### src/bm_pkg.sv
// ####################################################################
// Fixed 64-bit datapath. W forms use the low 32 bits only
// Operation codes 27 to 31 are unsupported and complete with zero
// ####################################################################
package bm_pkg;

	localparam int DATA_W     = 64;
	localparam int HALF_W     = 32;   // W variants and PACK halves
	localparam int OP_W       = 5;
	localparam int TRANS_ID_W = 3;
	localparam int FUNC_W     = 4;
	localparam int UNIT_W     = 3;

	// Bit positions in the one-hot unit select
	localparam int UNIT_BITCNT  = 0;
	localparam int UNIT_SHIFTER = 1;
	localparam int UNIT_SIMPLE  = 2;

	// Operation codes, grouped by unit
	localparam logic [OP_W-1:0] OP_CLZ   = 5'd0;
	localparam logic [OP_W-1:0] OP_CLZW  = 5'd1;
	localparam logic [OP_W-1:0] OP_CTZ   = 5'd2;
	localparam logic [OP_W-1:0] OP_CTZW  = 5'd3;
	localparam logic [OP_W-1:0] OP_PCNT  = 5'd4;
	localparam logic [OP_W-1:0] OP_PCNTW = 5'd5;
	localparam logic [OP_W-1:0] OP_SEXTB = 5'd6;
	localparam logic [OP_W-1:0] OP_SEXTH = 5'd7;
	localparam logic [OP_W-1:0] OP_SLL   = 5'd8;
	localparam logic [OP_W-1:0] OP_SRL   = 5'd9;
	localparam logic [OP_W-1:0] OP_SRA   = 5'd10;
	localparam logic [OP_W-1:0] OP_ROL   = 5'd11;
	localparam logic [OP_W-1:0] OP_ROR   = 5'd12;
	localparam logic [OP_W-1:0] OP_SBSET = 5'd13;
	localparam logic [OP_W-1:0] OP_SBCLR = 5'd14;
	localparam logic [OP_W-1:0] OP_SBINV = 5'd15;
	localparam logic [OP_W-1:0] OP_SBEXT = 5'd16;
	localparam logic [OP_W-1:0] OP_ANDN  = 5'd17;
	localparam logic [OP_W-1:0] OP_ORN   = 5'd18;
	localparam logic [OP_W-1:0] OP_XNOR  = 5'd19;
	localparam logic [OP_W-1:0] OP_MIN   = 5'd20;
	localparam logic [OP_W-1:0] OP_MAX   = 5'd21;
	localparam logic [OP_W-1:0] OP_MINU  = 5'd22;
	localparam logic [OP_W-1:0] OP_MAXU  = 5'd23;
	localparam logic [OP_W-1:0] OP_PACK  = 5'd24;
	localparam logic [OP_W-1:0] OP_PACKU = 5'd25;
	localparam logic [OP_W-1:0] OP_PACKH = 5'd26;

	// Function index inside the bit-count unit
	localparam logic [FUNC_W-1:0] FUNC_CLZ   = 4'd0;
	localparam logic [FUNC_W-1:0] FUNC_CLZW  = 4'd1;
	localparam logic [FUNC_W-1:0] FUNC_CTZ   = 4'd2;
	localparam logic [FUNC_W-1:0] FUNC_CTZW  = 4'd3;
	localparam logic [FUNC_W-1:0] FUNC_PCNT  = 4'd4;
	localparam logic [FUNC_W-1:0] FUNC_PCNTW = 4'd5;
	localparam logic [FUNC_W-1:0] FUNC_SEXTB = 4'd6;
	localparam logic [FUNC_W-1:0] FUNC_SEXTH = 4'd7;

	// Function index inside the shifter
	localparam logic [FUNC_W-1:0] FUNC_SLL   = 4'd0;
	localparam logic [FUNC_W-1:0] FUNC_SRL   = 4'd1;
	localparam logic [FUNC_W-1:0] FUNC_SRA   = 4'd2;
	localparam logic [FUNC_W-1:0] FUNC_ROL   = 4'd3;
	localparam logic [FUNC_W-1:0] FUNC_ROR   = 4'd4;
	localparam logic [FUNC_W-1:0] FUNC_SBSET = 4'd5;
	localparam logic [FUNC_W-1:0] FUNC_SBCLR = 4'd6;
	localparam logic [FUNC_W-1:0] FUNC_SBINV = 4'd7;
	localparam logic [FUNC_W-1:0] FUNC_SBEXT = 4'd8;

	// Function index inside the simple-logic unit
	localparam logic [FUNC_W-1:0] FUNC_ANDN  = 4'd0;
	localparam logic [FUNC_W-1:0] FUNC_ORN   = 4'd1;
	localparam logic [FUNC_W-1:0] FUNC_XNOR  = 4'd2;
	localparam logic [FUNC_W-1:0] FUNC_MIN   = 4'd3;
	localparam logic [FUNC_W-1:0] FUNC_MAX   = 4'd4;
	localparam logic [FUNC_W-1:0] FUNC_MINU  = 4'd5;
	localparam logic [FUNC_W-1:0] FUNC_MAXU  = 4'd6;
	localparam logic [FUNC_W-1:0] FUNC_PACK  = 4'd7;
	localparam logic [FUNC_W-1:0] FUNC_PACKU = 4'd8;
	localparam logic [FUNC_W-1:0] FUNC_PACKH = 4'd9;

endpackage

### src/bm_shifter.sv
// ####################################################################
// Combinational. Only the low 6 bits of rs2 are used as the amount
// Single-bit operations index with the same 6 bits
// ####################################################################
`timescale 1ns/10ps

module bm_shifter import bm_pkg::*; (
	input  logic [FUNC_W-1:0] func_i,
	input  logic [DATA_W-1:0] rs1_i,
	input  logic [DATA_W-1:0] rs2_i,
	output logic [DATA_W-1:0] rd_o
);

	logic [$clog2(DATA_W)-1:0] shamt;
	logic [2*DATA_W-1:0]       rol_w;
	logic [2*DATA_W-1:0]       ror_w;
	logic [DATA_W-1:0]         bit_mask;

	assign shamt = rs2_i[$clog2(DATA_W)-1:0];

	// Rotates shift a doubled word and keep one half
	assign rol_w = {rs1_i, rs1_i} << shamt;
	assign ror_w = {rs1_i, rs1_i} >> shamt;

	assign bit_mask = {{(DATA_W-1){1'b0}}, 1'b1} << shamt;

	always_comb begin
		case (func_i)
			FUNC_SLL:   rd_o = rs1_i << shamt;
			FUNC_SRL:   rd_o = rs1_i >> shamt;
			FUNC_SRA:   rd_o = $signed(rs1_i) >>> shamt;
			FUNC_ROL:   rd_o = rol_w[2*DATA_W-1:DATA_W];  // Upper half
			FUNC_ROR:   rd_o = ror_w[DATA_W-1:0];         // Lower half
			FUNC_SBSET: rd_o = rs1_i | bit_mask;
			FUNC_SBCLR: rd_o = rs1_i & ~bit_mask;
			FUNC_SBINV: rd_o = rs1_i ^ bit_mask;
			FUNC_SBEXT: rd_o = {{(DATA_W-1){1'b0}}, rs1_i[shamt]};
			default:    rd_o = '0;
		endcase
	end

endmodule

### config.mk
export PLATFORM = sky130hd
export DESIGN_NAME = bm_shifter
export DESIGN_NICKNAME = d
export VERILOG_FILES = /design/src/bm_pkg.sv /design/src/bm_shifter.sv
export SDC_FILE = /design/constraint.sdc
export NUM_CORES = 1
export LEC_CHECK = 0
export ABC_AREA = 1
export BUFFER_PORTS_ARGS = -buffer_cell sky130_fd_sc_hd__buf_2
export CORE_UTILIZATION = 25
export DETAILED_ROUTE_END_ITERATION = 16
export MAX_ROUTING_LAYER = met4
export PLACE_DENSITY = 0.46
export SLEW_MARGIN = 20
export SYNTH_ARGS = -nofsm -noshare
export SYNTH_HDL_FRONTEND = slang
export SYNTH_SLANG_ARGS = --single-unit
### constraint.sdc
create_clock -name vclk -period 2.85
set_clock_uncertainty 0.2 [all_clocks]
set_input_delay 0.1425 -clock vclk [all_inputs]
set_output_delay 0.1425 -clock vclk [all_outputs]
set_load 0.005 [all_outputs]
# Word-level counts from Yosys, hierarchy flattened
# Index checks and enable logic that the tools add are counted.
[word_totals] word_cells=23 reg_bits=0 output_inout_bits=64
[classes] reduce_logical=1 bitwise_logic=4 n_eq_ne=8 order_cmp=1 mux=3 shifts=6
[ops] operator="64-bit one-hot mux with 9 select lines" n=1
[ops] operator="128-bit by 6-bit << shifter with 128-bit output" n=1
[ops] operator="128-bit by 6-bit right shift with 64-bit output" n=1
[ops] operator="64-bit bitwise AND" n=1
[ops] operator="64-bit NOT" n=1
[ops] operator="64-bit bitwise OR" n=1
[ops] operator="1-bit by 6-bit << shifter with 64-bit output (first input constant)" n=1
[ops] operator="64-bit by 6-bit << shifter with 64-bit output" n=1
[ops] operator="64-bit by 6-bit right shift with 64-bit output" n=1
[ops] operator="64-bit by 6-bit >>> shifter with 64-bit output" n=1
[ops] operator="64-bit bitwise XOR" n=1
[ops] operator="4-bit by 3-bit equality test with 1-bit output (second input constant)" n=4
[ops] operator="4-bit by 2-bit equality test with 1-bit output (second input constant)" n=2
[ops] operator="6-bit by 7-bit less-than comparator with 1-bit output (second input constant)" n=1
[ops] operator="1-bit binary-select mux with 6-bit select" n=1
[ops] operator="4-bit by 1-bit equality test with 1-bit output (second input constant)" n=1
[ops] operator="4-bit equality test (second input constant)" n=1
[ops] operator="4-bit logical NOT" n=1
[ops] operator="1-bit 2-to-1 mux" n=1

# Logic depth before layout (Yosys ltp)
[logic_depth] word_depth=4 depth_mapped=17 ltp_nobuf=15

# Worst setup path before layout
# OpenSTA, ideal clock, no wires.
[synth_timing] path_type="input -> output" startpoint="in rs2_i[2]" endpoint="out rd_o[43]" cell_stages=12 required_ns=2.508 setup_slack_ns=0.295 path_buffers=3 arrival_time_ns=2.213 cell_sequence="buf_2 > buf_2 > buf_1 > nor3_1 > nand4_1 > ha_1 > nand2_1 > o21ai_0 > a211oi_1 > o21ai_0 > nor2_1 > nand3_1"
[synth_via] elab_chain_cells=4 word_cells_on_any_way=11
[synth_rtl] element="start: declaration" line="bm_shifter.sv:10" rtl="input logic [DATA_W-1:0] rs2_i,"
[synth_rtl] element="branches (longest 3 deep; another with 128-bit by 6-bit right shift with 64-bit output)"
[synth_rtl] element="64-bit one-hot mux with 9 select lines *" line="bm_shifter.sv:28" rtl="case (func_i)"
[synth_rtl] element="end: declaration" line="bm_shifter.sv:11" rtl="output logic [DATA_W-1:0] rd_o"
# Every way passes the cells marked *.

# Worst setup path after layout
[layout_timing] startpoint="in rs2_i[3]" endpoint="out rd_o[14]"
# Same word-level chain as after synthesis.

==> impl_metrics.ini <==
[status]
outcome = finished, final reports clean

[worst_setup_path]
crit_chain = buf_4 -> inv_4 -> buf_4 -> nor2_1 -> buf_4 -> nand3_1 -> ha_1 -> a221oi_1 -> nand2_1 -> a21oi_1 -> nand3_1 -> buf_2
startpoint = rs2_i[3]
critPathLaunchType = input pin
crit_path_top_delay_cell = a221oi_1
cp_common_cell = buf_4
cp-endpoint = rd_o[14]
cp_top_family = buffers and inverters
worst-path-stages = 12
path_buf_inv = 5
cpPeakStageDelay_ns = 0.33
critPathKind = in2out
cp.arrival_ns = 2.39
critPathMaxFanout = 15
cp.required_ns = 2.51
cp-end-kind = primary output

[floorplan]
rows = 87
dieArea_um2 = 58840
die_x_um = 242.6
chipHeight_um = 242.6
coreArea_um2 = 56820
ioPinCount = 196
start_util = 0.2546

[synth]
syn_inst = 2951
yosysTopAreaCellShare = 0.3801
synthDistinctLibCells = 38
synth_area_leaders = nand3_1, nand2_1, ha_1, nor2_1, buf_2
netlist.top_cell.by_area = nand3_1
syn-num-nets = 3211
ys_seq_area_frac = 0
synth_area_um2 = 14470
synth_area_per_cell_um2 = 4.903
yosys_warnings = 0

[route]
wl_per_cell_um = 27.00
ant_nets = 0
vias = 22790
vias_per_cell = 5.841
post-route-drc-count = 0
drt-total-wl_um = 105300
firstDrtPassIters = 6
drt_iter0_drc = 3029

[timing]
fmax_mhz = 366.0
setup_tns_ns = 0
worst_pin_slew_ns = 0.8545
hold_ws_ns = 0.4976
finalHoldViolations = 0
slew_violations = 0
rsz0062_at_grt = yes
period_share = 0.9587
setup_violations = 0
slew_headroom = 0.4278
min_period_ns = 2.732

[cells_and_area]
seq_cell_count = 0
area_growth_pct = 22.37
final_common_cell = nand3_1
final_cell_mix = nand3_1, nand2_1, buf_4
clock_buffer_count = 0
drive_gt1_frac = 0.1495
final_nets = 3406
register_area_um2 = 0

[global_routing]
antenna_found_initial = 1
grt_pass1_wl_um = 148800
grt.busiest_layer = met2
grt_usage = 0.3538
grt_overflow_total = 0
met2_usage = 0.5502
grt_start_max_net_pins = 95
use_met3 = 0.03151
grt.met1_usage = 0.4105
grt_pass1_vias = 20990

[clocking]
post_cts_buffers = 0

[min_path]
min-delay-start = rs2_i[5]
min_path_type = in2out

[job]
drv_cap = 0

[place]
place_hpwl_um = 84610
gp_congestion = 1.041
io_buffers = 138
==> cell families after synthesis <==
logic type               count (synthesis)  synth area share
AO/OA/AOI/OAI                          186           0.07990
AND/OR/NAND/NOR                       2322            0.7122
adder cells (fa/ha/maj)                128            0.1107
buffers and inverters                  315           0.09720
==> through the flow <==
stage,worst slack [ns],utilization,std cells,cell area [um2]
floorplan,0.2946,-,2951,14470
global placement,0.03949,0.3089,3897,17550
detailed placement,0.05183,0.3089,3897,17550
CTS,0.04450,0.3089,3897,17550
global route,-0.01141,0.3116,3901,17710
finish,0.1176,0.3116,3901,17710
==> worst min path at each step <==
stage / slack (ns) / endpoint / depth (start not counted)
after floorplan: 0.36 / rd_o[0] / 6
after global placement: 0.54 / rd_o[24] / 4
after detailed placement: 0.52 / rd_o[24] / 4
after CTS: 0.52 / rd_o[24] / 4
after global routing: 0.55 / rd_o[24] / 4
final: 0.50 / rd_o[24] / 4
==> metal layers <==
metal	vias up	part of all wire	routed length, um
met5	-	0	0
met2	1392	0.44	46030
met4	0	0.11	11430
li1	10510	-	-
met3	352	0.073	7721
met1	10530	0.38	40170
==> Yosys cell counts (35+ instances only) <==
library cell	count
o21ai_0	40
inv_1	85
buf_1	39
nand3_1	1099
nand4_1	35
clkbuf_1	66
buf_2	93
nor2_1	174
a21oi_1	37
o21ai_1	39
ha_1	128
nand2_1	965
==> cell type report <==
class	count	area (um2)
Fill cell	6731	39120
Multi-Input combinational cell	2636	13140
Timing Repair Buffer	410	3229
Tap cell	756	945.9
Inverter	98	387.9
Antenna cell	1	2.502
==> what timing repair did <==
action                                 in CTS  in global routing
gates resized for setup                     0                 18
setup endpoints to repair                   0                 21
endpoints found under the hold margin       0                  0
hold buffers                                0                  0
