===== config.mk =====
export PLATFORM = sky130hd
export DESIGN_NAME = bm_op_decoder
export DESIGN_NICKNAME = d
export VERILOG_FILES = /design/src/bm_pkg.sv /design/src/bm_op_decoder.sv
export SDC_FILE = /design/constraint.sdc
export NUM_CORES = 1
export LEC_CHECK = 0
export BUFFER_PORTS_ARGS = -buffer_cell sky130_fd_sc_hd__buf_2
export CAP_MARGIN = 10
export CORE_AREA = 2 2 39 41
export DETAILED_ROUTE_END_ITERATION = 8
export DIE_AREA = 0 0 41 43
export PLACE_DENSITY = 0.46
export SLEW_MARGIN = 10
export SYNTH_ARGS = -nofsm -noshare
export SYNTH_HDL_FRONTEND = slang
export SYNTH_SLANG_ARGS = --single-unit

===== constraint.sdc =====
create_clock -name vclk -period 1.05
set_clock_uncertainty 0.2 [all_clocks]
set_input_delay 0.105 -clock vclk [all_inputs]
set_output_delay 0.105 -clock vclk [all_outputs]
set_load 0.05 [all_outputs]

===== src/bm_pkg.sv =====
// ####################################################################
// Fixed 64-bit datapath. W forms use the low 32 bits only
// Operation codes 27 to 31 are unsupported and complete with zero
// ####################################################################
package bm_pkg;

	localparam int DATA_W     = 64;
	localparam int HALF_W     = 32;   // W variants and PACK halves
	localparam int OP_W       = 5;
	localparam int TRANS_ID_W = 3;
	localparam int FUNC_W     = 4;
	localparam int UNIT_W     = 3;

	// Bit positions in the one-hot unit select
	localparam int UNIT_BITCNT  = 0;
	localparam int UNIT_SHIFTER = 1;
	localparam int UNIT_SIMPLE  = 2;

	// Operation codes, grouped by unit
	localparam logic [OP_W-1:0] OP_CLZ   = 5'd0;
	localparam logic [OP_W-1:0] OP_CLZW  = 5'd1;
	localparam logic [OP_W-1:0] OP_CTZ   = 5'd2;
	localparam logic [OP_W-1:0] OP_CTZW  = 5'd3;
	localparam logic [OP_W-1:0] OP_PCNT  = 5'd4;
	localparam logic [OP_W-1:0] OP_PCNTW = 5'd5;
	localparam logic [OP_W-1:0] OP_SEXTB = 5'd6;
	localparam logic [OP_W-1:0] OP_SEXTH = 5'd7;
	localparam logic [OP_W-1:0] OP_SLL   = 5'd8;
	localparam logic [OP_W-1:0] OP_SRL   = 5'd9;
	localparam logic [OP_W-1:0] OP_SRA   = 5'd10;
	localparam logic [OP_W-1:0] OP_ROL   = 5'd11;
	localparam logic [OP_W-1:0] OP_ROR   = 5'd12;
	localparam logic [OP_W-1:0] OP_SBSET = 5'd13;
	localparam logic [OP_W-1:0] OP_SBCLR = 5'd14;
	localparam logic [OP_W-1:0] OP_SBINV = 5'd15;
	localparam logic [OP_W-1:0] OP_SBEXT = 5'd16;
	localparam logic [OP_W-1:0] OP_ANDN  = 5'd17;
	localparam logic [OP_W-1:0] OP_ORN   = 5'd18;
	localparam logic [OP_W-1:0] OP_XNOR  = 5'd19;
	localparam logic [OP_W-1:0] OP_MIN   = 5'd20;
	localparam logic [OP_W-1:0] OP_MAX   = 5'd21;
	localparam logic [OP_W-1:0] OP_MINU  = 5'd22;
	localparam logic [OP_W-1:0] OP_MAXU  = 5'd23;
	localparam logic [OP_W-1:0] OP_PACK  = 5'd24;
	localparam logic [OP_W-1:0] OP_PACKU = 5'd25;
	localparam logic [OP_W-1:0] OP_PACKH = 5'd26;

	// Function index inside the bit-count unit
	localparam logic [FUNC_W-1:0] FUNC_CLZ   = 4'd0;
	localparam logic [FUNC_W-1:0] FUNC_CLZW  = 4'd1;
	localparam logic [FUNC_W-1:0] FUNC_CTZ   = 4'd2;
	localparam logic [FUNC_W-1:0] FUNC_CTZW  = 4'd3;
	localparam logic [FUNC_W-1:0] FUNC_PCNT  = 4'd4;
	localparam logic [FUNC_W-1:0] FUNC_PCNTW = 4'd5;
	localparam logic [FUNC_W-1:0] FUNC_SEXTB = 4'd6;
	localparam logic [FUNC_W-1:0] FUNC_SEXTH = 4'd7;

	// Function index inside the shifter
	localparam logic [FUNC_W-1:0] FUNC_SLL   = 4'd0;
	localparam logic [FUNC_W-1:0] FUNC_SRL   = 4'd1;
	localparam logic [FUNC_W-1:0] FUNC_SRA   = 4'd2;
	localparam logic [FUNC_W-1:0] FUNC_ROL   = 4'd3;
	localparam logic [FUNC_W-1:0] FUNC_ROR   = 4'd4;
	localparam logic [FUNC_W-1:0] FUNC_SBSET = 4'd5;
	localparam logic [FUNC_W-1:0] FUNC_SBCLR = 4'd6;
	localparam logic [FUNC_W-1:0] FUNC_SBINV = 4'd7;
	localparam logic [FUNC_W-1:0] FUNC_SBEXT = 4'd8;

	// Function index inside the simple-logic unit
	localparam logic [FUNC_W-1:0] FUNC_ANDN  = 4'd0;
	localparam logic [FUNC_W-1:0] FUNC_ORN   = 4'd1;
	localparam logic [FUNC_W-1:0] FUNC_XNOR  = 4'd2;
	localparam logic [FUNC_W-1:0] FUNC_MIN   = 4'd3;
	localparam logic [FUNC_W-1:0] FUNC_MAX   = 4'd4;
	localparam logic [FUNC_W-1:0] FUNC_MINU  = 4'd5;
	localparam logic [FUNC_W-1:0] FUNC_MAXU  = 4'd6;
	localparam logic [FUNC_W-1:0] FUNC_PACK  = 4'd7;
	localparam logic [FUNC_W-1:0] FUNC_PACKU = 4'd8;
	localparam logic [FUNC_W-1:0] FUNC_PACKH = 4'd9;

endpackage


===== src/bm_op_decoder.sv =====
// ####################################################################
// Purely combinational. Unsupported codes give an all-zero select
// ####################################################################
`timescale 1ns/10ps

module bm_op_decoder import bm_pkg::*; (
	input  logic [OP_W-1:0]   op_i,
	output logic [UNIT_W-1:0] unit_sel_o,  // One-hot, zero if unsupported
	output logic [FUNC_W-1:0] func_sel_o
);

	always_comb begin
		case (op_i)
			OP_CLZ:   {unit_sel_o, func_sel_o} = {UNIT_W'(1) << UNIT_BITCNT, FUNC_CLZ};
			OP_CLZW:  {unit_sel_o, func_sel_o} = {UNIT_W'(1) << UNIT_BITCNT, FUNC_CLZW};
			OP_CTZ:   {unit_sel_o, func_sel_o} = {UNIT_W'(1) << UNIT_BITCNT, FUNC_CTZ};
			OP_CTZW:  {unit_sel_o, func_sel_o} = {UNIT_W'(1) << UNIT_BITCNT, FUNC_CTZW};
			OP_PCNT:  {unit_sel_o, func_sel_o} = {UNIT_W'(1) << UNIT_BITCNT, FUNC_PCNT};
			OP_PCNTW: {unit_sel_o, func_sel_o} = {UNIT_W'(1) << UNIT_BITCNT, FUNC_PCNTW};
			OP_SEXTB: {unit_sel_o, func_sel_o} = {UNIT_W'(1) << UNIT_BITCNT, FUNC_SEXTB};
			OP_SEXTH: {unit_sel_o, func_sel_o} = {UNIT_W'(1) << UNIT_BITCNT, FUNC_SEXTH};

			OP_SLL:   {unit_sel_o, func_sel_o} = {UNIT_W'(1) << UNIT_SHIFTER, FUNC_SLL};
			OP_SRL:   {unit_sel_o, func_sel_o} = {UNIT_W'(1) << UNIT_SHIFTER, FUNC_SRL};
			OP_SRA:   {unit_sel_o, func_sel_o} = {UNIT_W'(1) << UNIT_SHIFTER, FUNC_SRA};
			OP_ROL:   {unit_sel_o, func_sel_o} = {UNIT_W'(1) << UNIT_SHIFTER, FUNC_ROL};
			OP_ROR:   {unit_sel_o, func_sel_o} = {UNIT_W'(1) << UNIT_SHIFTER, FUNC_ROR};
			OP_SBSET: {unit_sel_o, func_sel_o} = {UNIT_W'(1) << UNIT_SHIFTER, FUNC_SBSET};
			OP_SBCLR: {unit_sel_o, func_sel_o} = {UNIT_W'(1) << UNIT_SHIFTER, FUNC_SBCLR};
			OP_SBINV: {unit_sel_o, func_sel_o} = {UNIT_W'(1) << UNIT_SHIFTER, FUNC_SBINV};
			OP_SBEXT: {unit_sel_o, func_sel_o} = {UNIT_W'(1) << UNIT_SHIFTER, FUNC_SBEXT};

			OP_ANDN:  {unit_sel_o, func_sel_o} = {UNIT_W'(1) << UNIT_SIMPLE, FUNC_ANDN};
			OP_ORN:   {unit_sel_o, func_sel_o} = {UNIT_W'(1) << UNIT_SIMPLE, FUNC_ORN};
			OP_XNOR:  {unit_sel_o, func_sel_o} = {UNIT_W'(1) << UNIT_SIMPLE, FUNC_XNOR};
			OP_MIN:   {unit_sel_o, func_sel_o} = {UNIT_W'(1) << UNIT_SIMPLE, FUNC_MIN};
			OP_MAX:   {unit_sel_o, func_sel_o} = {UNIT_W'(1) << UNIT_SIMPLE, FUNC_MAX};
			OP_MINU:  {unit_sel_o, func_sel_o} = {UNIT_W'(1) << UNIT_SIMPLE, FUNC_MINU};
			OP_MAXU:  {unit_sel_o, func_sel_o} = {UNIT_W'(1) << UNIT_SIMPLE, FUNC_MAXU};
			OP_PACK:  {unit_sel_o, func_sel_o} = {UNIT_W'(1) << UNIT_SIMPLE, FUNC_PACK};
			OP_PACKU: {unit_sel_o, func_sel_o} = {UNIT_W'(1) << UNIT_SIMPLE, FUNC_PACKU};
			OP_PACKH: {unit_sel_o, func_sel_o} = {UNIT_W'(1) << UNIT_SIMPLE, FUNC_PACKH};

			default: begin
				unit_sel_o = '0;  // No unit claims the code
				func_sel_o = '0;
			end
		endcase
	end

endmodule


Word level (Yosys, flattened, before mapping):

Memories as Yosys holds them, arrays and structs flattened.
Index checks and enable logic that the tools add are counted.

* memories kept: 1
* word-level logic and storage cells: 1
* bits of input ports: 5
* bits in read-only memories: 224
* output and inout bits: 7
* register bits after elaboration: 0

Memories
* (no name shown): words 32, width 7, rd ports 1, clocked after Yosys merged registers in 0, wr ports 0, RTL line bm_op_decoder.sv:13 `case (op_i)`

Longest topological paths before layout:

Gate-level depths: netlist of the first run.
An unclocked memory read counts as a cell.

* depth after elaboration: 1
* depth in mapped cells: 5
* mapped depth without buffers: 5

Worst setup path before layout of the first run:

No wires, ideal clock.

* path kind: input to output
* from: in op_i[0]
* to: out func_sel_o[3]
* data arrival time: 1637 ps
* path buffers: 0
* path slack: -892 ps
* stages on the path: 4
* required time: 745 ps
* cell sequence: inv_1 -> ha_1 -> mux2i_1 -> nor3b_1

* longest elaborated chain between the ends: 1

Ends and longest elaborated chain
* from (decl): RTL line bm_op_decoder.sv:7 `input logic [OP_W-1:0] op_i,`
* memory 32 x 7 bit
* to (decl): RTL line bm_op_decoder.sv:9 `output logic [FUNC_W-1:0] func_sel_o`

No other way between the ends.

Final worst setup path of the first run:

* from: in op_i[0]
* to: out unit_sel_o[2]

* longest elaborated chain between the ends: 1

Ends and longest elaborated chain
* memory 32 x 7 bit
* to (decl): RTL line bm_op_decoder.sv:8 `output logic [UNIT_W-1:0] unit_sel_o,`

No other way between the ends.

==> metrics.md, run 1 <==
| Metric | Value |
|---|---|
| Status | `finished with violations` |
| Failing checks | `setup timing` |
| Kind of end point of the critical path | `output port` |
| Synth area leaders | `ha_1 (20%), mux2i_1 (16%), o221ai_1 (9.2%), nor3b_1 (7.8%), o21a_1 (7.8%)` |
| Final setup fails | `6` |
| First-pass GRT wire length | `979 microns` |
| Final setup margin | `-0.294 ns` |
| P&R area growth vs syn | `184%` |
| Vias after detailed routing | `approximately 270` |
| DR pass1 iterations | `2` |
| Final Max Tran Viols | `0` |
| Core Area | `0.00138 sq mm` |
| Seq cells | `0` |
| Die Y | `between 40 and 50 microns` |
| CP Buf/Inv Count | `4` |
| Antenna-violating nets left | `0` |
| Seq/Total Area, Yosys | `0` |
| Number of global-route vias before repair | `roughly 250` |
| Total GRT Usage | `0.0751` |
| Crit-path max FO | `4` |
| Largest net degree at the start of global routing | `10` |
| CP startpoint | `op_i[0]` |
| Cell mode on critical path | `buf_8` |
| Final worst path period need | `1.34 ns` |
| Violation count after the first detailed-route iteration | `2` |
| Nets | `59` |
| Die area | `0.00176 sq mm` |
| Pwr per Cell Area | `between 500 and 600 mW/mm^2` |
| Synthesized Nets | `36` |
| Yosys top cell area share | `0.196` |
| Max cap viols | `0` |
| Peak supply drop | `about 0.19 mV` |
| Crit path max-delay family | `buffers and inverters` |
| Final Hold Viols | `0` |
| Dpl cell area | `413 sq um` |
| Synth unique cells | `15` |
| Diode count | `0` |
| Critical Path, Cell by Cell | `buf_8 > inv_6 > ha_4 > nor2b_4 > buf_6 > nor2_4 > o21a_4 > buf_8` |
| Post-synthesis instance total | `28` |
| I/O pin total | `12` |
| Final worst-path cycle share | `1.28` |
| Type of origin of the critical path | `input pin` |
| Routed Wire Length | `around 640 microns` |
| Port Buffers | `12` |
| Worst Path Required | `0.74 ns` |
| Wirelength per Cell | `9.86 microns` |
| Hold crit path type | `input pin to output port` |
| Worst slew pin tran | `between 0.2 and 0.25 ns` |
| Lkg Pwr | `0.224 nW` |
| Syn avg cell area | `6.84 sq um` |
| YS warnings | `0` |
| Largest area contributor in the netlist | `ha_1` |
| Vias per cell | `4.17` |
| Routability cong. | `0.664` |
| Slowest cell on the critical path | `o21a_4` |
| Critical path class | `input pin to output port` |
| Drt drc | `0` |
| CP max stage delay | `between 0.15 and 0.2 ns` |
| Share of layout cells above drive strength 1 | `0.878` |
| Storage element area | `0 sq um` |
| Slew HR | `0.843` |
| Placed instance count | `64` |
| Design Area, Final | `544 sq um` |
| Hold Crit Start | `op_i[0]` |
| RSZ-0062 raised after global routing | `yes` |
| Cell area after synthesis | `around 190 sq um` |
| Clkbuf count | `0` |
| FMAX | `0.744 GHz` |
| Initial Utilization | `0.138` |
| Critical Path AT | `~1.0 ns` |
| Initial antenna violation count | `0` |
| Final Non-Filler Cells | `65` |
| Core Rows | `14` |
| Chip width | `41 microns` |
| Total global routing overflow | `0` |
routing by layer:
layer,wire [microns],share of wire,global-route usage
met1,267,0.42,0.0924
met2,353,0.55,0.144
met3,20,0.031,0
met4,0,0,0
met5,0,0,0
cells by family after synthesis:
family,Yosys count,synth area share
fa+ha+maj,3,0.196
mux,3,0.157
compound gates,6,0.222
buf+inv,5,0.124
simple gates,11,0.301
through the flow:
| step | power (mW) | hold slack (ns) | setup slack (ns) | utilization | TNS [ns] |
|---|---|---|---|---|---|
| floorplan | 0.164 | 0.0742 | -0.281 | - | -1.17 |
| global placement | 0.229 | 0.522 | -0.492 | 0.298 | -2.54 |
| detailed placement | 0.230 | 0.527 | -0.507 | 0.298 | -2.58 |
| CTS | 0.279 | 0.456 | -0.310 | 0.363 | -1.52 |
| global route | 0.316 | 0.488 | -0.336 | 0.393 | -1.76 |
| finish | 0.298 | 0.463 | -0.294 | 0.393 | -1.50 |
final timing paths:
| kind | endpoint | slack [ns] | cells past startpoint |
|---|---|---|---|
| setup / recovery | unit_sel_o[2] | -0.29 | 8 |
| hold / removal | func_sel_o[0] | 0.46 | 4 |
synth_stat cells (all sizes together):
cell / n
buf: 2
nor2: 2
nor2b: 1
nand2b: 2
inv: 3
nand2: 3
o21ai: 1
mux2i: 3
o21a: 2
o221ai: 2
a21oi: 1
nand3: 1
ha: 3
nor3b: 2
what timing repair did:
item | 4_1_cts | 5_1_grt
setup endpoints to repair | 7 | 7
hold buffers | 0 | 0
buffers inserted | 0 | 1
pin swaps | 3 | 3
resized for setup | 27 | 9
power breakdown:
| part | switching (mW) | internal [mW] | leakage [nW] |
|---|---|---|---|
| registers | 0 | 0 | 0 |
| clock network | 0 | 0 | 0 |
| logic | 0.157 | 0.141 | 0.224 |
layout make-up:
cell class	instances	area (sq um)
multi-input combinational	23	288
timing repair buffer	23	218
inverter	3	18.8
tap	16	20.0
fill	144	840
placed cells by master (no fill, tap or decap), types with 2 or more instances in the layout:
cell type and n:
ha_2 2, buf_6 8, buf_4 9, nand2b_1 2, buf_2 3, buf_8 3
nand2_1 2, mux2i_2 2
Note: power is estimated with default switching activity, not from simulation.
==> run 2, diff against run 1 <==
--- a/config.mk
+++ b/config.mk
@@ -10,7 +10,7 @@
 export CORE_AREA = 2 2 39 41
 export DETAILED_ROUTE_END_ITERATION = 8
 export DIE_AREA = 0 0 41 43
-export PLACE_DENSITY = 0.46
+export PLACE_DENSITY = 0.45
 export SLEW_MARGIN = 10
 export SYNTH_ARGS = -nofsm -noshare
 export SYNTH_HDL_FRONTEND = slang
==> metrics.md, run 2 (synthesized netlist as in run 1, its figures left out) <==
| Metric | Value |
|---|---|
| Status | `finished with violations` |
| Failing checks | `setup timing` |
| Kind of end point of the critical path | `output port` |
| Critical Path, Cell by Cell | `buf_8 > buf_4 > ha_4 > nor3b_2 > o21a_4 > buf_8` |
| Critical Path AT | `0.98 ns` |
| Clkbuf count | `0` |
| Post-DP HPWL | `481 microns` |
| Final Non-Filler Cells | `67` |
| Routability cong. | `between 0.6 and 0.7` |
| Core Area | `between 0.001 and 0.0015 sq mm` |
| I/O pin total | `12` |
| Diode count | `0` |
| Design Area, Final | `601 sq um` |
| Vias per cell | `4.09` |
| Critical path class | `input pin to output port` |
| Crit path max-delay family | `buffers and inverters` |
| Slew HR | `0.841` |
| Pwr per Cell Area | `537 mW/mm^2` |
| Slowest cell on the critical path | `nor3b_2` |
| Cell mode on critical path | `buf_8` |
| Final setup fails | `6` |
| Final Hold Viols | `0` |
| CP Buf/Inv Count | `3` |
| Wirelength per Cell | `just over 9 microns` |
| Port Buffers | `12` |
| Hold Crit Start | `op_i[0]` |
| Total global routing overflow | `0` |
| Die area | `0.00176 sq mm` |
| Worst Path Required | `0.74 ns` |
| Most common cell after layout, fill and taps aside | `buf_4` |
| CP max stage delay | `0.20 ns` |
| Hold path depth | `4` |
| Final worst-path cycle share | `1.23` |
| Max cap viols | `0` |
| WHS Endpoint | `func_sel_o[0]` |
| Seq cells | `0` |
| CP startpoint | `op_i[0]` |
| Multi-input logic area | `317 sq um` |
| First-pass GRT wire length | `1.10 mm` |
| P&R area growth vs syn | `214%` |
| Final worst path period need | `around 1.3 ns` |
| Most frequent cells in the layout | `buf_4 (11), buf_6 (6), buf_8 (5), ha_4 (3)` |
| Nets | `61` |
| Share of layout cells above drive strength 1 | `0.902` |
| Die Y | `between 40 and 50 microns` |
| Violation count after the first detailed-route iteration | `2` |
| Storage element area | `0 sq um` |
| Drt drc | `0` |
| Hold crit path type | `input pin to output port` |
| Type of origin of the critical path | `input pin` |
| Chip width | `41 microns` |
| Final Core Density | `0.434` |
| Largest net degree at the start of global routing | `10` |
| Antenna-violating nets left | `0` |
| Worst slew pin tran | `about 0.23 ns` |
| RSZ-0062 raised after global routing | `yes` |
| Routed Wire Length | `615 microns` |
| # fillers | `144` |
| Final Max Tran Viols | `0` |
| Total GRT Usage | `0.0831` |
| Lkg Pwr | `0.241 nW` |
| Dpl cell area | `between 400 and 500 sq um` |
| Final setup margin | `-0.239 ns` |
| DR pass1 iterations | `2` |
| Peak supply drop | `0.242 mV` |
| Core Rows | `14` |
| FMAX | `0.776 GHz` |
| Crit-path max FO | `3` |
| Initial Utilization | `0.138` |
| Number of global-route vias before repair | `262` |
| Initial antenna violation count | `0` |
| Vias after detailed routing | `274` |
| Placed instance count | `65` |
==> run 2: changes by cell type in the layout (fill, tap and decap cells not counted), sizes merged <==
cell,before,now
clkbuf,0,1
buf,23,24
==> run 2: layout make-up <==
class,instances,area share
inverter,3,0.0354
multi-input combinational,23,0.527
tap,16,0.0333
timing repair buffer,25,0.404
==> run 2: repair_timing <==
| item | CTS | global route |
|---|---|---|
| gates resized for setup | 38 | 7 |
| gates cloned | 0 | 0 |
| setup endpoints to repair | 7 | 7 |
| pin swaps | 8 | 2 |
| setup buffers | 1 | 1 |
| hold buffers | 0 | 0 |
==> run 2: metal layers <==
metal | global-route usage | wire length [microns]
met3 | 0 | 34
met2 | 0.138 | 317
met5 | 0 | 0
met4 | 0 | 0
met1 | 0.124 | 263
==> run 2: worst max-delay path by stage <==
stage / to / slack (ns) / depth (start not counted)
after global routing: unit_sel_o[2] / -0.29 / 7
after global placement: func_sel_o[1] / -0.51 / 7
final: unit_sel_o[2] / -0.24 / 6
after floorplan: func_sel_o[3] / -0.28 / 4
after detailed placement: func_sel_o[1] / -0.50 / 7
after CTS: func_sel_o[0] / -0.25 / 8
==> run 2: through the flow <==
step | setup slack [ns] | power, mW | hold slack (ns) | setup TNS (ns)
after floorplan | -0.281 | 0.164 | 0.0742 | -1.17
after global placement | -0.510 | 0.232 | 0.521 | -2.72
after detailed placement | -0.499 | 0.233 | 0.523 | -2.68
after CTS | -0.254 | 0.312 | 0.450 | -1.42
after global routing | -0.287 | 0.343 | 0.478 | -1.62
final | -0.239 | 0.323 | 0.454 | -1.30
==> run 2: tightest hold or removal path, cell delays in order <==
cell	delay [ns]
buf_8	0.08
buf_4	0.10
o21a_2	0.12
buf_8	0.14
==> run 2: report_power, final <==
part | leakage [nW] | switching, mW | internal (mW) | total, mW
Combinational | 0.241 | 0.165 | 0.157 | 0.323
Clock | 0 | 0 | 0 | 0
Sequential | 0 | 0 | 0 | 0
Total | 0.241 | 0.165 | 0.157 | 0.323
