`config.mk`:
```
export PLATFORM = sky130hd
export DESIGN_NAME = bm_simple
export DESIGN_NICKNAME = d
export VERILOG_FILES = /design/src/bm_pkg.sv /design/src/bm_simple.sv
export SDC_FILE = /design/constraint.sdc
export NUM_CORES = 1
export LEC_CHECK = 0
export BUFFER_PORTS_ARGS = -buffer_cell sky130_fd_sc_hd__buf_2
export CAP_MARGIN = 20
export CORE_MARGIN = 2
export CORE_UTILIZATION = 55
export DETAILED_ROUTE_END_ITERATION = 8
export PLACE_DENSITY = 0.88
export SYNTH_ARGS = -nofsm -noshare
export SYNTH_HDL_FRONTEND = slang
export SYNTH_SLANG_ARGS = --single-unit
```
`constraint.sdc`:
```
create_clock -name vclk -period 5.3
set_clock_uncertainty 0.15 [all_clocks]
set_input_delay 0 -clock vclk [all_inputs]
set_output_delay 0 -clock vclk [all_outputs]
set_load 0.01 [all_outputs]
```
`src/bm_pkg.sv`:
```
// ####################################################################
// Fixed 64-bit datapath. W forms use the low 32 bits only
// Operation codes 27 to 31 are unsupported and complete with zero
// ####################################################################
package bm_pkg;

	localparam int DATA_W     = 64;
	localparam int HALF_W     = 32;   // W variants and PACK halves
	localparam int OP_W       = 5;
	localparam int TRANS_ID_W = 3;
	localparam int FUNC_W     = 4;
	localparam int UNIT_W     = 3;

	// Bit positions in the one-hot unit select
	localparam int UNIT_BITCNT  = 0;
	localparam int UNIT_SHIFTER = 1;
	localparam int UNIT_SIMPLE  = 2;

	// Operation codes, grouped by unit
	localparam logic [OP_W-1:0] OP_CLZ   = 5'd0;
	localparam logic [OP_W-1:0] OP_CLZW  = 5'd1;
	localparam logic [OP_W-1:0] OP_CTZ   = 5'd2;
	localparam logic [OP_W-1:0] OP_CTZW  = 5'd3;
	localparam logic [OP_W-1:0] OP_PCNT  = 5'd4;
	localparam logic [OP_W-1:0] OP_PCNTW = 5'd5;
	localparam logic [OP_W-1:0] OP_SEXTB = 5'd6;
	localparam logic [OP_W-1:0] OP_SEXTH = 5'd7;
	localparam logic [OP_W-1:0] OP_SLL   = 5'd8;
	localparam logic [OP_W-1:0] OP_SRL   = 5'd9;
	localparam logic [OP_W-1:0] OP_SRA   = 5'd10;
	localparam logic [OP_W-1:0] OP_ROL   = 5'd11;
	localparam logic [OP_W-1:0] OP_ROR   = 5'd12;
	localparam logic [OP_W-1:0] OP_SBSET = 5'd13;
	localparam logic [OP_W-1:0] OP_SBCLR = 5'd14;
	localparam logic [OP_W-1:0] OP_SBINV = 5'd15;
	localparam logic [OP_W-1:0] OP_SBEXT = 5'd16;
	localparam logic [OP_W-1:0] OP_ANDN  = 5'd17;
	localparam logic [OP_W-1:0] OP_ORN   = 5'd18;
	localparam logic [OP_W-1:0] OP_XNOR  = 5'd19;
	localparam logic [OP_W-1:0] OP_MIN   = 5'd20;
	localparam logic [OP_W-1:0] OP_MAX   = 5'd21;
	localparam logic [OP_W-1:0] OP_MINU  = 5'd22;
	localparam logic [OP_W-1:0] OP_MAXU  = 5'd23;
	localparam logic [OP_W-1:0] OP_PACK  = 5'd24;
	localparam logic [OP_W-1:0] OP_PACKU = 5'd25;
	localparam logic [OP_W-1:0] OP_PACKH = 5'd26;

	// Function index inside the bit-count unit
	localparam logic [FUNC_W-1:0] FUNC_CLZ   = 4'd0;
	localparam logic [FUNC_W-1:0] FUNC_CLZW  = 4'd1;
	localparam logic [FUNC_W-1:0] FUNC_CTZ   = 4'd2;
	localparam logic [FUNC_W-1:0] FUNC_CTZW  = 4'd3;
	localparam logic [FUNC_W-1:0] FUNC_PCNT  = 4'd4;
	localparam logic [FUNC_W-1:0] FUNC_PCNTW = 4'd5;
	localparam logic [FUNC_W-1:0] FUNC_SEXTB = 4'd6;
	localparam logic [FUNC_W-1:0] FUNC_SEXTH = 4'd7;

	// Function index inside the shifter
	localparam logic [FUNC_W-1:0] FUNC_SLL   = 4'd0;
	localparam logic [FUNC_W-1:0] FUNC_SRL   = 4'd1;
	localparam logic [FUNC_W-1:0] FUNC_SRA   = 4'd2;
	localparam logic [FUNC_W-1:0] FUNC_ROL   = 4'd3;
	localparam logic [FUNC_W-1:0] FUNC_ROR   = 4'd4;
	localparam logic [FUNC_W-1:0] FUNC_SBSET = 4'd5;
	localparam logic [FUNC_W-1:0] FUNC_SBCLR = 4'd6;
	localparam logic [FUNC_W-1:0] FUNC_SBINV = 4'd7;
	localparam logic [FUNC_W-1:0] FUNC_SBEXT = 4'd8;

	// Function index inside the simple-logic unit
	localparam logic [FUNC_W-1:0] FUNC_ANDN  = 4'd0;
	localparam logic [FUNC_W-1:0] FUNC_ORN   = 4'd1;
	localparam logic [FUNC_W-1:0] FUNC_XNOR  = 4'd2;
	localparam logic [FUNC_W-1:0] FUNC_MIN   = 4'd3;
	localparam logic [FUNC_W-1:0] FUNC_MAX   = 4'd4;
	localparam logic [FUNC_W-1:0] FUNC_MINU  = 4'd5;
	localparam logic [FUNC_W-1:0] FUNC_MAXU  = 4'd6;
	localparam logic [FUNC_W-1:0] FUNC_PACK  = 4'd7;
	localparam logic [FUNC_W-1:0] FUNC_PACKU = 4'd8;
	localparam logic [FUNC_W-1:0] FUNC_PACKH = 4'd9;

endpackage

```
`src/bm_simple.sv`:
```
// ####################################################################
// Combinational. PACKH zero-extends the joined bytes
// ####################################################################
`timescale 1ns/10ps

module bm_simple import bm_pkg::*; (
	input  logic [FUNC_W-1:0] func_i,
	input  logic [DATA_W-1:0] rs1_i,
	input  logic [DATA_W-1:0] rs2_i,
	output logic [DATA_W-1:0] rd_o
);

	logic lt_signed;
	logic lt_unsigned;

	// One comparator each, shared by min and max
	assign lt_signed   = $signed(rs1_i) < $signed(rs2_i);
	assign lt_unsigned = rs1_i < rs2_i;

	always_comb begin
		case (func_i)
			FUNC_ANDN:  rd_o = rs1_i & ~rs2_i;
			FUNC_ORN:   rd_o = rs1_i | ~rs2_i;
			FUNC_XNOR:  rd_o = rs1_i ^ ~rs2_i;
			FUNC_MIN:   rd_o = lt_signed ? rs1_i : rs2_i;
			FUNC_MAX:   rd_o = lt_signed ? rs2_i : rs1_i;
			FUNC_MINU:  rd_o = lt_unsigned ? rs1_i : rs2_i;
			FUNC_MAXU:  rd_o = lt_unsigned ? rs2_i : rs1_i;
			FUNC_PACK: begin
				rd_o = {rs2_i[HALF_W-1:0], rs1_i[HALF_W-1:0]};  // rs1 low half at bottom
			end
			FUNC_PACKU: begin
				rd_o = {rs2_i[DATA_W-1:HALF_W], rs1_i[DATA_W-1:HALF_W]};
			end
			FUNC_PACKH: begin
				rd_o = {{(DATA_W-16){1'b0}}, rs2_i[7:0], rs1_i[7:0]};
			end
			default:    rd_o = '0;
		endcase
	end

endmodule

```
=== After elaboration in Yosys (flattened, before gate mapping) ===
Cells that the tools add are included.
Widths: inputs -> output; s select.

* Magnitude comparators: 2
* Equal/unequal tests: 9
* Mux-type cells: 5
* Bitwise logic cells: 4
* Reduce and logical (&&, ||, !) cells: 1

{| class="wikitable"
|+ Operators by type and width
! cell !! count
|-
| $pmux 64 s10 || 1
|-
| $mux 64 || 4
|-
| $lt 64x64->1 || 2
|-
| $and 64x64->64 || 1
|-
| $not 64->64 || 1
|-
| $or 64x64->64 || 1
|-
| $xor 64x64->64 || 1
|-
| $eq 4x3->1 const B || 4
|-
| $eq 4x2->1 const B || 2
|-
| $eq 4x4->1 const B || 2
|-
| $eq 4x1->1 const B || 1
|-
| $logic_not 4->1 || 1
|}

* Flip-flop bits (word level): 0
* Bits of input ports: 132
* Output and inout port bits: 64
* Logic and storage cells: 21

=== Depth between registers and ports, before layout ===
Gate-level depths: netlist of the first run.

* Depth after elaboration: 3
* Depth in mapped cells: 14
* Depth with buffers taken out: 11

=== Least setup slack after synthesis of the first run ===
OpenSTA, ideal clock, no wires.

* Kind: in2out
* Start point: input port rs1_i[46]
* End point: output port rd_o[36]
* Arrival: 2,619 ps
* Required time: 5,150 ps
* Slack: 2,531 ps
* Cell stages on the path: 13
* Buffers on the path: 3
* Path through: inv_1 > ha_1 > nand4_1 > nor4_1 > and4bb_1 > nand3_1 > o211ai_1 > buf_6 > mux2_4 > or2_1 > buf_6 > buf_6 > a221o_1

* Word-level cells in the longest chain between the ends: 3
* Elaborated cells on any way between the ends: 7
* Those cells by class: order compare: 2; mux: 5

{| class="wikitable"
|+ Ends and longest elaborated chain
! item !! RTL line !! RTL
|-
| start: declaration || bm_simple.sv:8 || <nowiki>input logic [DATA_W-1:0] rs1_i,</nowiki>
|-
| $lt 64x64->1, on equally long branches || bm_simple.sv:18, bm_simple.sv:17 ||
|-
| $mux 64, on equally long branches || - ||
|-
| $pmux 64 s10 (*) || bm_simple.sv:21 || <nowiki>case (func_i)</nowiki>
|-
| end: declaration || bm_simple.sv:10 || <nowiki>output logic [DATA_W-1:0] rd_o</nowiki>
|}

Mark *: on every way between the ends. The rest lies on a longest branch, timed or not.

=== Worst setup path in the final report of the first run ===
* Start point: input port rs1_i[63]
* End point: output port rd_o[53]

Same word-level chain as after synthesis.

==> reports/qor.txt, run 1 <==
result of the run: completed
HPWL after detailed placement: 13700 µm
total via count in the routed design: 6592
via count of the first global-routing pass: 6142
core area: 9330 µm²
share of the clock period used by the worst path: 77.2%
final setup violating endpoints: 0
final WL: 18300 µm
total net switching power: 0.344 mW
syn nets: 1003
detailed-route DRC error count: 0
Clock power frac: 0%
largest family of logic cells by synthesized area: compound AO/OA/AOI/OAI gates
slowest cell delay on critical path: 560 ps
Worst setup EP type: primary output
antenna cell count: 0
die footprint: 10500 µm²
sequential cell fraction of total power: 0%
sequential cell area: 0 µm²
number of cells after detailed placement: 1029
class of the tightest hold or removal check: in2out
most area-hungry cell type in the Yosys netlist: sky130_fd_sc_hd__ha_1
Leakage: 3.56 nW
routability congestion estimate from global placement: 0.930
global-route wire length before repair: 28500 µm
Layout fillers: 841
worst endpoint data arrival time: 3940 ps
final global-route overflow total: 0
largest net degree at the start of global routing: 65
die span in y: 102 µm
number of buffers inserted by port buffering: 196
type of element launching the critical path: input port
Yosys warning count: 0
fmax: 244 MHz
Unique masters post-synth: 49
area fraction in and, or, nand and nor cells after synthesis: 11.3%
number of nets in the layout: 1163
number of clock buffers in the layout: 0
synth cell count leaders: 135 x sky130_fd_sc_hd__inv_1, 128 x sky130_fd_sc_hd__ha_1, 105 x sky130_fd_sc_hd__a221o_1, 84 x sky130_fd_sc_hd__nand2_1, 68 x sky130_fd_sc_hd__o21ai_0
fraction of synthesized cell area in xor and xnor cells: 0.635%
antenna violations before repair: 0
Pre-Repair DR Iteration Count: 7
via/cell ratio: 6.40
total setup buffers inserted after CTS: 0
Tmin final: 4090 ps
synthesized-area fraction occupied by ao, oa, aoi and oai cells: 42.6%
worst-path fanout max: 26
overall power after layout: 0.601 mW
number of top-level pins: 196
num sequential: 0
CP Launch Point: rs1_i[63]
startpoint of the tightest hold check path: rs2_i[42]
x dimension of the die: 102 µm
final standard cell count with taps included and fillers excluded: 1030
worst setup slack before clock tree synthesis: 1230 ps
setup repair after global routing missed its margin: no
Detailed Route Iter0 Violations: 436
CTS hold repair buffers: 0
layout cell share with drive strength beyond 1: 25.4%
accumulated negative setup slack: 0 ps
Post-Syn Area per Cell: 7.16 µm²
cell seen most often among critical-path stages: sky130_fd_sc_hd__buf_2
worst path buffer plus inverter count: 4
Combinational Power Share: 100.0%
critical-path cell with the highest stage delay: sky130_fd_sc_hd__ha_1
number of cells produced by synthesis: 743
Worst Max-Slew Pin Slew: 1060 ps
Synth-to-Final Area Change: 19.2%
portion of synthesized cell area occupied by the leading cell type: 30.1%
starting utilization of the core area: 57.0%
gate family responsible for the most delay along the worst path: simple AND/OR/NAND/NOR gates
Switching Fraction: 57.2%
cell with the most instances after synthesis: sky130_fd_sc_hd__inv_1
Final Hold Viols: 0
count of antenna-violating nets left after detailed routing: 0
cells taking the most area after synthesis: sky130_fd_sc_hd__ha_1 30%, sky130_fd_sc_hd__a221o_1 20%, sky130_fd_sc_hd__inv_1 9.5%
WP data required: 5150 ps
summed instance area of the synthesized netlist: 5320 µm²
setup ws final: 1210 ps
worst rel slew slack: 29.6%
ordered cell list for the critical path: buf_2 > inv_1 > ha_1 > nand4_1 > nor4_1 > and4bb_1 > nand3_1 > o211ai_1 > buf_4 > mux2_4 > or2_1 > a221o_1 > buf_2
area share of fa/ha/maj cells after synthesis: 30.1%
overall track demand over capacity in global routing: 33.0%
count of max-cap constraint violations: 0
Resized Gates After CTS: 0
number of rows in the core area: 35
Power Density: 94.9 nW/µm²
post-synthesis mux area share: 1.44%
routed length per instance: 17.7 µm
path type of the worst setup path: in2out
worst voltage drop across the vdd grid: 0.0552 mV
number of max-slew violations in the final report: 0
part of the Yosys area used for sequential elements: 0%
internal power summed over all cells: 0.257 mW
==> power groups by stage <==
stage	registers, mW	logic (mW)	clock network [mW]
global route	0	0.659	0
detailed placement	0	0.590	0
global placement	0	0.579	0
CTS	0	0.593	0
finish	0	0.601	0
floorplan	0	0.363	0
==> cell usage in the layout, fill, tap and decap left out, types with 2 or more instances in the layout <==
cell	n
sky130_fd_sc_hd__o21ai_1	2
sky130_fd_sc_hd__nor3_1	5
sky130_fd_sc_hd__nor3_2	2
sky130_fd_sc_hd__o211ai_1	9
sky130_fd_sc_hd__buf_2	196
sky130_fd_sc_hd__buf_4	9
sky130_fd_sc_hd__a31o_2	12
sky130_fd_sc_hd__xor2_1	2
sky130_fd_sc_hd__nand2b_1	4
sky130_fd_sc_hd__nand3_1	5
sky130_fd_sc_hd__nand4_1	8
sky130_fd_sc_hd__a2111oi_0	3
sky130_fd_sc_hd__a211oi_1	2
sky130_fd_sc_hd__nand2_1	84
sky130_fd_sc_hd__o21a_1	3
sky130_fd_sc_hd__a221o_1	105
sky130_fd_sc_hd__nor2_1	11
sky130_fd_sc_hd__ha_1	128
sky130_fd_sc_hd__nor4_1	3
sky130_fd_sc_hd__a222oi_1	3
sky130_fd_sc_hd__o22ai_1	2
sky130_fd_sc_hd__o2111ai_1	6
sky130_fd_sc_hd__a21oi_1	21
sky130_fd_sc_hd__a221oi_1	10
sky130_fd_sc_hd__inv_1	135
sky130_fd_sc_hd__o21ai_0	68
sky130_fd_sc_hd__a21o_1	10
sky130_fd_sc_hd__a22oi_1	25
sky130_fd_sc_hd__or2_1	3
sky130_fd_sc_hd__mux2i_1	5
==> path summary, 6_finish.rpt <==
check,endpoint,slack [ps],depth (start not counted)
worst max-delay path,rd_o[53],1210,13
worst min-delay path,rd_o[42],190,3
==> through the flow <==
step / cell area [µm²] / hold slack, ps / utilization, %
floorplan: 5320 / 14.4 / -
global placement: 6330 / 191 / 67.8
detailed placement: 6330 / 192 / 67.8
CTS: 6330 / 192 / 67.8
global route: 6340 / 212 / 67.9
finish: 6340 / 191 / 67.9
==> area by class of cell <==
class / count / area (µm²) / area share, %
well taps: 129 / 161 / 2.55
repair buffers: 206 / 1060 / 16.7
multi-input cells: 560 / 4610 / 72.8
inverters: 135 / 507 / 8.00
==> logic make-up (layout without fill, tap and decap cells) <==
logic type / count (synthesis) / after routing
adders and majority gates: 128 / 128
buffers and inverters: 183 / 341
xor gates and xnor gates: 3 / 3
muxes: 7 / 7
and+or+nand+nor: 133 / 133
AOI/OAI and AO/OA: 289 / 289
==> metal layers <==
layer	vias up	track usage, %	wire [µm]
li1	3101	-	-
met1	3075	41.8	7520
met2	373	58.5	8730
met3	43	1.64	1450
met4	0	12.8	556
met5	-	0	0
(Power assumes the default switching activity.)
==> inputs of run 2 (changes only) <==
Settings changed: ABC_AREA from default to 1, PLACE_DENSITY 0.88 to 0.81.
Clock period 5.3 ns to 4.3 ns, I/O delays scaled along.
==> reports/qor.txt, run 2 <==
result of the run: completed
most area-hungry cell type in the Yosys netlist: sky130_fd_sc_hd__nand3_1
Worst Max-Slew Pin Slew: 1230 ps (+176 ps)
class of the tightest hold or removal check: in2out
worst rel slew slack: 17.9% (-12 points)
Placed Area: 9840 µm² (+56%)
number of nets in the layout: 2051 (+76%)
layout cell share with drive strength beyond 1: 13.5% (-12 points)
x dimension of the die: 131 µm (+28%)
num sequential: 0 (unchanged)
cells taking the most area after synthesis: sky130_fd_sc_hd__nand3_1 29%, sky130_fd_sc_hd__ha_1 18%, sky130_fd_sc_hd__nand2_1 13%
part of the Yosys area used for sequential elements: 0% (unchanged)
commonest cells after routing, fill and taps aside: 503 x sky130_fd_sc_hd__nand3_1, 312 x sky130_fd_sc_hd__nand2_1, 196 x sky130_fd_sc_hd__buf_2
routability congestion estimate from global placement: 0.995 (+7.0%)
starting utilization of the core area: 55.9% (-1.1 points)
CP Launch Point: rs1_i[35]
routed length per instance: 20.2 µm (+14%)
final global-route overflow total: 0 (unchanged)
portion of synthesized cell area occupied by the leading cell type: 28.6% (-1.6 points)
setup repair after global routing missed its margin: no
synth cell count leaders: 503 x sky130_fd_sc_hd__nand3_1, 316 x sky130_fd_sc_hd__nand2_1, 188 x sky130_fd_sc_hd__nor2_1, 170 x sky130_fd_sc_hd__inv_1, 128 x sky130_fd_sc_hd__ha_1
die span in y: 131 µm (+28%)
sequential cell area: 0 µm² (unchanged)
most common cell after layout, fill and taps aside: sky130_fd_sc_hd__nand3_1
core area: 15800 µm² (+69%)
Unique masters post-synth: 32 (-35%)
path type of the worst setup path: in2out
WP data required: 4150 ps (-1000 ps)
worst-path fanout max: 37 (+42%)
Pre-Repair DR Iteration Count: 7 (unchanged)
share of the clock period used by the worst path: 92.1%
antenna cell count: 0 (unchanged)
Yosys warning count: 0 (unchanged)
count of max-cap constraint violations: 0 (unchanged)
die footprint: 17000 µm² (+63%)
Worst setup EP type: primary output
Resized Gates After CTS: 0 (unchanged)
ordered cell list for the critical path: buf_2 > inv_1 > ha_1 > nand2_1 > nor3_1 > nand3_1 > nor2_1 > nand2_2 > nand2_2 > nand2_4 > nand2_2 > buf_4 > nand2_1 > nand3_1 > nand3_1 > buf_2
number of clock buffers in the layout: 0 (unchanged)
largest net degree at the start of global routing: 127 (+95%)
slowest cell delay on critical path: 540 ps (-20 ps)
summed instance area of the synthesized netlist: 8810 µm² (+66%)
final setup violating endpoints: 0 (unchanged)
number of rows in the core area: 46 (+31%)
worst endpoint data arrival time: 3810 ps (-130 ps)
number of buffers inserted by port buffering: 196 (unchanged)
final WL: 40600 µm (+120%)
total setup buffers inserted after CTS: 0 (unchanged)
Synth-to-Final Area Change: 11.7%
Final Hold Viols: 0 (unchanged)
count of antenna-violating nets left after detailed routing: 0 (unchanged)
HPWL after detailed placement: 27800 µm (+100%)
Layout fillers: 1595 (+90%)
finished layout cell area: 9840 µm² (+55%)
antenna violations before repair: 0 (unchanged)
Critical path destination: rd_o[40]
number of max-slew violations in the final report: 0 (unchanged)
overall power after layout: 1.47 mW (+140%)
global-route wire length before repair: 61500 µm (+120%)
type of element launching the critical path: input port
critical-path cell with the highest stage delay: sky130_fd_sc_hd__nand2_2
fmax: 252 MHz
syn nets: 1943 (+94%)
number of cells produced by synthesis: 1683 (+130%)
total via count in the routed design: 13209 (+100%)
cell with the most instances after synthesis: sky130_fd_sc_hd__nand3_1
Detailed Route Iter0 Violations: 1985 (+360%)
accumulated negative setup slack: 0 ps (unchanged)
Leakage: 5.34 nW (+50%)
CTS hold repair buffers: 0 (unchanged)
overall track demand over capacity in global routing: 45.1% (+12 points)
number of top-level pins: 196 (unchanged)
Fin Hold WS: 281 ps (+90.1 ps)
worst voltage drop across the vdd grid: 0.143 mV (+160%)
Tmin final: 3960 ps
Power Density: 150 nW/µm² (+58%)
detailed-route DRC error count: 0 (unchanged)
via count of the first global-routing pass: 11638 (+89%)
via/cell ratio: 6.59 (+2.9%)
final standard cell utilization of the core: 62.4% (-5.5 points)
Post-Syn Area per Cell: 5.24 µm² (-27%)
-- run 2: cell count changes after synthesis, moves of 61 or more --
cell,previous run,this run
sky130_fd_sc_hd__a221o_1,105,0
sky130_fd_sc_hd__nand2_1,84,316
sky130_fd_sc_hd__nand3_1,5,503
sky130_fd_sc_hd__o22ai_1,2,63
sky130_fd_sc_hd__nor2_1,12,188
-- run 2: cell families after synthesis --
family                     share of synthesized area [%]
AOI/OAI and AO/OA                                   16.6
buffers and inverters                               13.6
and+or+nand+nor                                     51.6
adders and majority gates                           18.2
-- run 2: metal layers --
metal	track usage, %	share of wire (%)	vias up
li1	-	-	5974
met4	33.5	9.1	0
met3	7.90	15	300
met5	0	0	-
met2	66.8	41	1194
met1	58.5	35	5741
-- run 2: cell type report --
class                      instances  area (µm²)  share of cell area [%]
inverter                         175         657                    6.67
timing repair buffer             225        1260                    12.8
tap                              216         270                    2.75
multi-input combinational       1389        7650                    77.8
-- run 2: where the power goes --
part           internal [mW]  total, mW  switching (mW)
Sequential                 0          0               0
Clock                      0          0               0
Combinational          0.476       1.47           0.995
-- run 2: worst min-delay path by stage --
stage          depth (start not counted)       end  slack (ps)      start
2_1_floorplan                          2  rd_o[63]          60  rs1_i[63]
3_3_place_gp                           6   rd_o[0]         280   rs1_i[0]
3_5_place_dp                           6   rd_o[0]         280   rs1_i[0]
4_1_cts                                6   rd_o[0]         280   rs1_i[0]
5_1_grt                                6   rd_o[0]         310   rs2_i[0]
6_report                               6   rd_o[6]         280   rs1_i[6]
-- run 2: worst max-delay path: cells and delay by family --
kind,cells,cell delay (ps)
adders and majority gates,1,440
buffers and inverters,4,840
and+or+nand+nor,11,2500
-- run 2: through the flow --
stage               std cells  worst slack [ps]
global placement         2005               695
floorplan                1683              2280
global route             2005               282
detailed placement       2005               646
finish                   2005               339
CTS                      2005               633
